$ cat config.mk
export PLATFORM = sky130hd
export DESIGN_NAME = gcm_datapath_top
export DESIGN_NICKNAME = d
export VERILOG_FILES = /design/src/logic/gcm_pkg.sv /design/src/logic/ghash_mult.sv /design/src/logic/payload_ctr.sv /design/src/logic/gcm_sequencer.sv /design/src/logic/gcm_datapath_top.sv
export SDC_FILE = /design/constraint.sdc
export NUM_CORES = 2
export LEC_CHECK = 0
export BUFFER_PORTS_ARGS = -buffer_cell sky130_fd_sc_hd__buf_4
export CAP_MARGIN = 40
export CELL_PAD_IN_SITES_DETAIL_PLACEMENT = 0
export CELL_PAD_IN_SITES_GLOBAL_PLACEMENT = 2
export CORE_MARGIN = 2
export CORE_UTILIZATION = 29
export CTS_CLUSTER_DIAMETER = 60
export DETAILED_ROUTE_END_ITERATION = 8
export PLACE_DENSITY_LB_ADDON = 0.1
export SYNTH_ARGS = -nofsm -noshare
export SYNTH_HDL_FRONTEND = slang
export SYNTH_SLANG_ARGS = --single-unit
$ cat constraint.sdc
create_clock -name clk -period 30.4 [get_ports clk]
set_input_delay 3.04 -clock clk [delete_from_list [all_inputs] [get_ports clk]]
set_output_delay 3.04 -clock clk [all_outputs]
set_load 0.05 [all_outputs]
$ cat src/logic/gcm_pkg.sv
package gcm_pkg;

    // ------------------------------
    // Block level types
    // ------------------------------
    typedef logic [127:0] block_t;
    typedef logic [15:0]  keep_t;
    typedef logic [63:0]  len_t;

    typedef enum logic [2:0] {
        phase_idle,
        phase_aad,
        phase_payload,
        phase_len,
        phase_wait,
        phase_done
    } phase_t;

    // ------------------------------
    // GHASH stepping
    // ------------------------------
    localparam int GHASH_BITS_PER_CYCLE = 8;
    localparam int GHASH_CYCLES         = 128 / GHASH_BITS_PER_CYCLE;

    // x^128 + x^7 + x^2 + x + 1 in the reflected GCM bit order
    localparam block_t GHASH_R = {8'he1, 120'h0};

    // Clear every byte whose keep bit is low, byte i sits at bits [8i+7:8i]
    function automatic block_t mask_block(block_t data, keep_t keep);
        block_t res;
        res = '0;
        for (int idx = 0; idx < 16; idx++) begin
            if (keep[idx]) begin
                res[idx*8 +: 8] = data[idx*8 +: 8];
            end
        end
        return res;
    endfunction

endpackage

$ cat src/logic/ghash_mult.sv
module ghash_mult (
    input  logic            clk,
    input  logic            rst_n,
    input  logic            init,
    input  gcm_pkg::block_t hash_key,
    input  logic            mul_valid,
    input  gcm_pkg::block_t mul_block,
    output logic            mul_ready,
    output logic            mul_done,
    output gcm_pkg::block_t acc
);
    import gcm_pkg::*;

    block_t h_q;
    block_t x_q;
    block_t v_q;
    block_t z_q;
    block_t z_step;
    block_t v_step;
    logic   busy;
    logic   take;
    logic   last_step;
    logic [$clog2(GHASH_CYCLES)-1:0] step_cnt;

    assign mul_ready = !busy;
    assign take      = mul_valid && mul_ready;
    assign last_step = busy && (int'(step_cnt) == GHASH_CYCLES - 1);

    // ------------------------------
    // One slice of the shift-and-add product
    // ------------------------------
    // Operand bit 127 is the x^0 coefficient, so the slice is taken from the top
    always_comb begin
        z_step = z_q;
        v_step = v_q;
        for (int i = 0; i < GHASH_BITS_PER_CYCLE; i++) begin
            if (x_q[127 - i]) begin
                z_step = z_step ^ v_step;
            end
            if (v_step[0]) begin
                v_step = (v_step >> 1) ^ GHASH_R;
            end else begin
                v_step = v_step >> 1;
            end
        end
    end

    always_ff @(posedge clk or negedge rst_n) begin
        if (!rst_n) begin
            busy     <= 1'b0;
            mul_done <= 1'b0;
            step_cnt <= '0;
        end else if (init) begin
            busy     <= 1'b0;
            mul_done <= 1'b0;
            step_cnt <= '0;
        end else begin
            mul_done <= 1'b0;
            if (take) begin
                busy     <= 1'b1;
                step_cnt <= '0;
            end else if (busy) begin
                step_cnt <= step_cnt + 1'b1;
                if (last_step) begin
                    busy     <= 1'b0;
                    mul_done <= 1'b1;
                end
            end
        end
    end

    // Operand, multiplicand and partial product
    always_ff @(posedge clk) begin
        if (init) begin
            h_q <= hash_key;
            acc <= '0;
        end else if (take) begin
            x_q <= acc ^ mul_block;
            v_q <= h_q;
            z_q <= '0;
        end else if (busy) begin
            x_q <= x_q << GHASH_BITS_PER_CYCLE;
            v_q <= v_step;
            z_q <= z_step;
            if (last_step) begin
                acc <= z_step;
            end
        end
    end

    // The sequencer only offers a block once the multiplier is free
    a_valid_needs_ready: assert property (
        @(posedge clk) disable iff (!rst_n) mul_valid |-> mul_ready
    );

endmodule

$ cat src/logic/payload_ctr.sv
module payload_ctr (
    input  logic            clk,
    input  logic            rst_n,
    input  logic            enc_mode,
    input  logic            pld_open,
    input  logic            din_valid,
    output logic            din_ready,
    input  logic            din_last,
    input  gcm_pkg::block_t din_data,
    input  gcm_pkg::keep_t  din_keep,
    input  gcm_pkg::block_t ks_data,
    output logic            dout_valid,
    input  logic            dout_ready,
    output logic            dout_last,
    output gcm_pkg::block_t dout_data,
    output gcm_pkg::keep_t  dout_keep,
    output logic            hash_valid,
    output gcm_pkg::block_t hash_block,
    output logic            hash_last,
    input  logic            hash_take
);
    import gcm_pkg::*;

    logic   mode_enc;
    logic   din_fire;
    logic   dout_fire;
    block_t xor_masked;
    block_t plain_masked;

    assign xor_masked   = mask_block(din_data ^ ks_data, din_keep);
    assign plain_masked = mask_block(din_data, din_keep);

    // Accept only when both the output slot and the hash slot are free
    assign din_ready = pld_open && !dout_valid && !hash_valid;
    assign din_fire  = din_valid && din_ready;
    assign dout_fire = dout_valid && dout_ready;

    // Mode is frozen while the payload window is open
    always_ff @(posedge clk or negedge rst_n) begin
        if (!rst_n) begin
            mode_enc <= 1'b1;
        end else if (!pld_open) begin
            mode_enc <= enc_mode;
        end
    end

    // ------------------------------
    // Output register
    // ------------------------------
    always_ff @(posedge clk or negedge rst_n) begin
        if (!rst_n) begin
            dout_valid <= 1'b0;
        end else if (din_fire) begin
            dout_valid <= 1'b1;
        end else if (dout_fire) begin
            dout_valid <= 1'b0;
        end
    end

    always_ff @(posedge clk) begin
        if (din_fire) begin
            dout_data <= xor_masked;
            dout_keep <= din_keep;
            dout_last <= din_last;
        end
    end

    // ------------------------------
    // Hash buffer
    // ------------------------------
    // GHASH always runs over ciphertext, whichever direction we go
    always_ff @(posedge clk or negedge rst_n) begin
        if (!rst_n) begin
            hash_valid <= 1'b0;
        end else if (din_fire) begin
            hash_valid <= 1'b1;
        end else if (hash_take) begin
            hash_valid <= 1'b0;
        end
    end

    always_ff @(posedge clk) begin
        if (din_fire) begin
            hash_block <= mode_enc ? xor_masked : plain_masked;
            hash_last  <= din_last;
        end
    end

    a_take_when_full: assert property (
        @(posedge clk) disable iff (!rst_n) hash_take |-> hash_valid
    );

    a_dout_hold: assert property (
        @(posedge clk) disable iff (!rst_n)
        dout_valid && !dout_ready |=> dout_valid && $stable(dout_data)
    );

endmodule

$ cat src/logic/gcm_sequencer.sv
module gcm_sequencer (
    input  logic            clk,
    input  logic            rst_n,
    input  logic            start,
    input  gcm_pkg::len_t   len_aad_bits,
    input  gcm_pkg::len_t   len_pld_bits,
    input  logic            aad_valid,
    output logic            aad_ready,
    input  logic            aad_last,
    input  gcm_pkg::block_t aad_data,
    input  gcm_pkg::keep_t  aad_keep,
    output logic            pld_open,
    input  logic            hash_valid,
    input  gcm_pkg::block_t hash_block,
    input  logic            hash_last,
    output logic            hash_take,
    input  logic            dout_valid,
    output logic            init,
    output logic            mul_valid,
    output gcm_pkg::block_t mul_block,
    input  logic            mul_ready,
    input  logic            mul_done,
    input  gcm_pkg::block_t acc,
    output gcm_pkg::block_t tag_pre_xor,
    output logic            tag_pre_xor_valid,
    output logic            aad_done,
    output logic            pld_done,
    output logic            lens_done
);
    import gcm_pkg::*;

    logic   start_d;
    logic   start_pulse;
    logic   feed_ok;
    logic   aad_last_fire;
    logic   len_fire;
    logic   pld_drained;
    len_t   len_aad_q;
    len_t   len_pld_q;
    phase_t phase;
    phase_t phase_next;

    assign start_pulse = start && !start_d;
    assign init        = start_pulse;

    // A restart wins over any block offered in the same cycle
    assign feed_ok = mul_ready && !start_pulse;

    assign aad_ready     = (phase == phase_aad) && feed_ok;
    assign aad_last_fire = aad_valid && aad_ready && aad_last;
    assign pld_open      = (phase == phase_payload);
    assign len_fire      = (phase == phase_len) && mul_valid;

    // Last block hashed, nothing left on the output and the multiplier idle
    assign pld_drained = pld_done && !hash_valid && !dout_valid && mul_ready;

    // ------------------------------
    // Start edge and length latch
    // ------------------------------
    always_ff @(posedge clk or negedge rst_n) begin
        if (!rst_n) begin
            start_d   <= 1'b0;
            len_aad_q <= '0;
            len_pld_q <= '0;
        end else begin
            start_d <= start;
            if (start_pulse) begin
                len_aad_q <= len_aad_bits;
                len_pld_q <= len_pld_bits;
            end
        end
    end

    // ------------------------------
    // GHASH input routing
    // ------------------------------
    always_comb begin
        mul_valid = 1'b0;
        mul_block = '0;
        hash_take = 1'b0;
        case (phase)
            phase_aad: begin
                mul_valid = aad_valid && feed_ok;
                mul_block = mask_block(aad_data, aad_keep);
            end
            phase_payload: begin
                mul_valid = hash_valid && feed_ok;
                mul_block = hash_block;
                hash_take = mul_valid;
            end
            phase_len: begin
                mul_valid = feed_ok;
                mul_block = {len_aad_q, len_pld_q};
            end
            default: begin
                mul_valid = 1'b0;
            end
        endcase
    end

    // ------------------------------
    // Phase machine
    // ------------------------------
    always_comb begin
        phase_next = phase;
        if (start_pulse) begin
            if (len_aad_bits != '0) begin
                phase_next = phase_aad;
            end else if (len_pld_bits != '0) begin
                phase_next = phase_payload;
            end else begin
                phase_next = phase_len;
            end
        end else begin
            case (phase)
                phase_idle: phase_next = phase_idle;
                phase_aad: begin
                    if (aad_last_fire) begin
                        phase_next = (len_pld_q != '0) ? phase_payload : phase_len;
                    end
                end
                phase_payload: begin
                    if (pld_drained) begin
                        phase_next = phase_len;
                    end
                end
                phase_len: begin
                    if (len_fire) begin
                        phase_next = phase_wait;
                    end
                end
                phase_wait: begin
                    if (mul_done) begin
                        phase_next = phase_done;
                    end
                end
                default: phase_next = phase_idle;
            endcase
        end
    end

    always_ff @(posedge clk or negedge rst_n) begin
        if (!rst_n) begin
            phase <= phase_idle;
        end else begin
            phase <= phase_next;
        end
    end

    // Done flags and tag capture
    always_ff @(posedge clk or negedge rst_n) begin
        if (!rst_n) begin
            aad_done          <= 1'b0;
            pld_done          <= 1'b0;
            lens_done         <= 1'b0;
            tag_pre_xor_valid <= 1'b0;
            tag_pre_xor       <= '0;
        end else if (start_pulse) begin
            aad_done          <= (len_aad_bits == '0);
            pld_done          <= (len_pld_bits == '0);
            lens_done         <= 1'b0;
            tag_pre_xor_valid <= 1'b0;
        end else begin
            if (aad_last_fire) begin
                aad_done <= 1'b1;
            end
            if (hash_take && hash_last) begin
                pld_done <= 1'b1;
            end
            if (len_fire) begin
                lens_done <= 1'b1;
            end
            // Only the lengths block multiply finishes in phase_wait
            if (phase == phase_wait && mul_done) begin
                tag_pre_xor       <= acc;
                tag_pre_xor_valid <= 1'b1;
            end
        end
    end

    a_phase_legal: assert property (
        @(posedge clk) disable iff (!rst_n)
        !$isunknown(phase) && (phase inside {phase_idle, phase_aad, phase_payload,
                                             phase_len, phase_wait, phase_done})
    );

endmodule

$ cat src/logic/gcm_datapath_top.sv
module gcm_datapath_top (
    input  logic            clk,
    input  logic            rst_n,
    input  logic            start,
    input  logic            enc_mode,
    input  gcm_pkg::block_t hash_key,
    input  gcm_pkg::len_t   len_aad_bits,
    input  gcm_pkg::len_t   len_pld_bits,
    // AAD stream
    input  logic            aad_valid,
    output logic            aad_ready,
    input  logic            aad_last,
    input  gcm_pkg::block_t aad_data,
    input  gcm_pkg::keep_t  aad_keep,
    // Payload in, keystream rides along with each block
    input  logic            din_valid,
    output logic            din_ready,
    input  logic            din_last,
    input  gcm_pkg::block_t din_data,
    input  gcm_pkg::keep_t  din_keep,
    input  gcm_pkg::block_t ks_data,
    // Payload out
    output logic            dout_valid,
    input  logic            dout_ready,
    output logic            dout_last,
    output gcm_pkg::block_t dout_data,
    output gcm_pkg::keep_t  dout_keep,
    // Result and status
    output gcm_pkg::block_t tag_pre_xor,
    output logic            tag_pre_xor_valid,
    output logic            aad_done,
    output logic            pld_done,
    output logic            lens_done
);
    import gcm_pkg::*;

    logic   pld_open;
    logic   hash_valid;
    logic   hash_last;
    logic   hash_take;
    logic   init;
    logic   mul_valid;
    logic   mul_ready;
    logic   mul_done;
    block_t hash_block;
    block_t mul_block;
    block_t acc;

    // ------------------------------
    // Sequencer
    // ------------------------------
    gcm_sequencer u_gcm_sequencer (
        .clk               (clk),
        .rst_n             (rst_n),
        .start             (start),
        .len_aad_bits      (len_aad_bits),
        .len_pld_bits      (len_pld_bits),
        .aad_valid         (aad_valid),
        .aad_ready         (aad_ready),
        .aad_last          (aad_last),
        .aad_data          (aad_data),
        .aad_keep          (aad_keep),
        .pld_open          (pld_open),
        .hash_valid        (hash_valid),
        .hash_block        (hash_block),
        .hash_last         (hash_last),
        .hash_take         (hash_take),
        .dout_valid        (dout_valid),
        .init              (init),
        .mul_valid         (mul_valid),
        .mul_block         (mul_block),
        .mul_ready         (mul_ready),
        .mul_done          (mul_done),
        .acc               (acc),
        .tag_pre_xor       (tag_pre_xor),
        .tag_pre_xor_valid (tag_pre_xor_valid),
        .aad_done          (aad_done),
        .pld_done          (pld_done),
        .lens_done         (lens_done)
    );

    // ------------------------------
    // Payload XOR and GHASH side by side
    // ------------------------------
    payload_ctr u_payload_ctr (
        .clk        (clk),
        .rst_n      (rst_n),
        .enc_mode   (enc_mode),
        .pld_open   (pld_open),
        .din_valid  (din_valid),
        .din_ready  (din_ready),
        .din_last   (din_last),
        .din_data   (din_data),
        .din_keep   (din_keep),
        .ks_data    (ks_data),
        .dout_valid (dout_valid),
        .dout_ready (dout_ready),
        .dout_last  (dout_last),
        .dout_data  (dout_data),
        .dout_keep  (dout_keep),
        .hash_valid (hash_valid),
        .hash_block (hash_block),
        .hash_last  (hash_last),
        .hash_take  (hash_take)
    );

    ghash_mult u_ghash_mult (
        .clk       (clk),
        .rst_n     (rst_n),
        .init      (init),
        .hash_key  (hash_key),
        .mul_valid (mul_valid),
        .mul_block (mul_block),
        .mul_ready (mul_ready),
        .mul_done  (mul_done),
        .acc       (acc)
    );

endmodule

==> run metrics <==
Total Wirelength about 270 mm; detailed-route vias per instance about 4.7; Seq/Total Area, Yosys 51.7%; clock tree root driver cell sky130_fd_sc_hd__clkbuf_16; Nets just under 8k; portion of total power attributed to the clock network between 10% and 20%; Gate Count Post-Synth around 6.5k; CP Launch Type primary input; drt initial violations 3,629; CP Data Arrival Time roughly 4100 ps; origin of the worst setup path start; cell types occupying the most area after synthesis sky130_fd_sc_hd__edfxtp_1, sky130_fd_sc_hd__nand2_1, sky130_fd_sc_hd__xnor2_1; final clock period utilization by the worst path 23.4%; antenna-violating nets left 0; half-perimeter wire length of the detailed placement result between 150 and 200 mm; antenna violations before repair 38; Die Area 0.224 mm2; core area approximately 0.22 mm2; final critical delay including setup and external delays ~7100 ps; proportion of netlist area held by the largest area contributor a little under two fifths; final number of hold-violating endpoints 0; critical path type primary input to output port; DR WL/cell between 20 and 30 um; cts repair resizes 0; classification of the worst-slack hold path flip-flop to flip-flop; pin count of the biggest net entering global routing 156; mean area per synthesized cell between 9 and 10 um2; max capacitance violation total 0; total setup buffers inserted after CTS 0; CTS sink cnt roughly 1.2k; distinct cell type count after synthesis 52; yosys synthesis warning count 0; switching power share of the total between 40% and 50%; GP Congestion approximately 0.83; CTS H-tree depth 4; Highest Clock Rate 140 MHz; clock insertion delay at the later pin of the skew report 800 ps; P_int between 0.006 and 0.007 W; leading post-synthesis cells by instance count sky130_fd_sc_hd__nand2_1, sky130_fd_sc_hd__xnor2_1, sky130_fd_sc_hd__edfxtp_1, sky130_fd_sc_hd__xor2_1, sky130_fd_sc_hd__and2_1; Peak VDD IR between 80 and 90 uV; Placement Cell Area about 0.074 mm2; TritonCTS clock tree done; Syn-to-layout area delta 24.2%; relative contribution of sequential cells to total power 27.2%; Worst R2R Start u_gcm_sequencer.phase[0]; number of top-level pins 961; required time reported for the critical path endpoint approximately 27,000 ps; endpoints failing setup 0; library cell occupying the most area in the post-synthesis netlist sky130_fd_sc_hd__edfxtp_1; CTS clock-pin slew for the worst setup and hold paths ~50 ps; final standard cell area without fillers 0.0792 mm2; result of the run finished, final reports clean; largest fanout on the critical path 9; number of global-route vias before repair slightly below 50k; pwr dens around 140 mW/mm2; hold path startpoint u_gcm_sequencer.len_aad_q[26]; final hold slack about 480 ps; summed instance area of the synthesized netlist roughly 0.064 mm2; Critical Path Sink Type output port; number of iterations in the first detailed-routing pass 9; floorplan die height 473 um; horizontal die dimension between 400 and 500 um; count of unresolved DRC violations after routing 0; PnR Total Power between 0.01 and 0.015 W; leading cell type by number of instances after synthesis sky130_fd_sc_hd__nand2_1; synthesized netlist net count around 7.1k; wire length of the first global-routing pass ~370 mm; fraction of final layout cells with drive strength greater than 1 19.7%; post-route clock skew around 40 ps; number of placement rows 172; setup repair after global routing missed its margin no; number of synthesized flops with an enable pin 785; relative contribution of combinational cells to total power between 50% and 60%; power spent charging and discharging nets ~0.0048 W; starting density of the core 29.1%; Synth async-reset ratio 23.0%; Via Count approximately 48k; most used flip-flop cell after synthesis sky130_fd_sc_hd__edfxtp_1; number of synthesized register bits about 1.2k; total leakage power about 32 nW; GR Util All Layers between 20% and 30%; Slew HR 19.9%; GR Overflow Total 0; quantity of hold-fixing buffers added after cts 0; max-slew violation count 0; buffer levels on the longest clock path 3; Worst-Margin Slew 1200 ps; setup_tns 0 ps; quantity of I/O buffers inserted on ports 960; cts bufs inserted 170
-- metrics by stage --
step / utilization [%] / worst slack [ps] / std cells
finish: 36.1 / 23280 / 10214
CTS: 36.1 / 23290 / 10195
global placement: 33.4 / 22700 / 9867
detailed placement: 33.6 / 22960 / 9884
global route: 36.1 / 23270 / 10200
floorplan: - / 570 / 6459
-- worst paths after layout --
check / cells past startpoint / slack, ps / to
max: 4 / 23280 / aad_ready
min: 2 / 480 / u_gcm_sequencer.len_aad_q[26]
max reg2reg: 9 / 25460 / u_ghash_mult.z_q[88]
min reg2reg: 2 / 480 / u_gcm_sequencer.len_aad_q[26]
max in group asynchronous: 4 / 26310 / u_gcm_sequencer.len_aad_q[48]
min in group asynchronous: 1 / 2190 / u_gcm_sequencer.tag_pre_xor[34]
-- area by class of cell --
type	instances	area, um2
multi-input cells	4791	28800
clock buffers	234	4830
clock inverters	77	773
repair buffers	1030	8100
fillers	22254	140000
diodes	19	47.5
inverters	6	37.5
flip-flops and latches	1186	33000
well taps	2871	3590
-- logic make-up (layout without fill, tap and decap cells) --
logic type,count (synthesis),after routing,synth area share [%]
multiplexers,135,135,2.37
buffers and inverters,482,1347,3.16
adder cells (fa/ha/maj),1,1,0.0196
AND/OR/NAND/NOR,2804,2804,18.5
other,0,19,0
flip-flops,1186,1186,51.7
XOR/XNOR,1427,1427,19.9
AO/OA/AOI/OAI,424,424,4.42
-- worst max-delay path: stages --
cell and delay, ps:
sky130_fd_sc_hd__buf_4 120, sky130_fd_sc_hd__nand2b_4 290, sky130_fd_sc_hd__and3_1 370, sky130_fd_sc_hd__buf_4 250
-- sequential cells by signal (all words and copies together) (netlist names), 128 cells and up --
signal / flops
u_ghash_mult.z_q: 128
u_gcm_sequencer.tag_pre_xor: 128
u_payload_ctr.dout_data: 128
u_payload_ctr.hash_block: 128
u_ghash_mult.h_q: 128
u_ghash_mult.x_q: 128
u_ghash_mult.v_q: 128
u_ghash_mult.acc: 128
-- layer usage --
layer	up-vias	routed length (um)	global-route usage (%)
met5	-	230	0
met3	294	14500	5.01
met2	1216	135000	40.8
li1	22565	-	-
met4	34	6570	5.64
met1	23501	110000	28.5
-- power by group through the flow --
stage / combinational, W / sequential, W / clock [W]
detailed placement: 0.00614 / 0.00301 / 0
CTS: 0.00617 / 0.00299 / 0.00207
floorplan: 0.00438 / 0.00283 / 0
global placement: 0.00606 / 0.00303 / 0
global route: 0.00650 / 0.00303 / 0.00213
finish: 0.00594 / 0.00298 / 0.00201
-- cell usage in the layout, fill, tap and decap left out, types with 7 or more instances in the layout --
cell,count
sky130_fd_sc_hd__nor4_1,51
sky130_fd_sc_hd__o21ai_1,49
sky130_fd_sc_hd__xnor2_1,894
sky130_fd_sc_hd__nor2_1,48
sky130_fd_sc_hd__buf_16,11
sky130_fd_sc_hd__clkinv_1,10
sky130_fd_sc_hd__clkinv_4,7
sky130_fd_sc_hd__edfxtp_1,785
sky130_fd_sc_hd__buf_4,1006
sky130_fd_sc_hd__dfxtp_1,128
sky130_fd_sc_hd__clkbuf_1,39
sky130_fd_sc_hd__bufinv_16,10
sky130_fd_sc_hd__clkbuf_8,17
sky130_fd_sc_hd__clkbuf_16,178
sky130_fd_sc_hd__a222oi_1,128
sky130_fd_sc_hd__clkinv_2,22
sky130_fd_sc_hd__inv_6,18
sky130_fd_sc_hd__mux2_2,129
sky130_fd_sc_hd__nand4_1,14
sky130_fd_sc_hd__xor2_1,520
sky130_fd_sc_hd__and2_1,396
sky130_fd_sc_hd__buf_12,11
sky130_fd_sc_hd__a21oi_1,143
sky130_fd_sc_hd__o21ai_0,86
sky130_fd_sc_hd__dfrtp_1,272
sky130_fd_sc_hd__nand2_1,2258
sky130_fd_sc_hd__diode_2,19
Power figures use the tool's default switching activity.
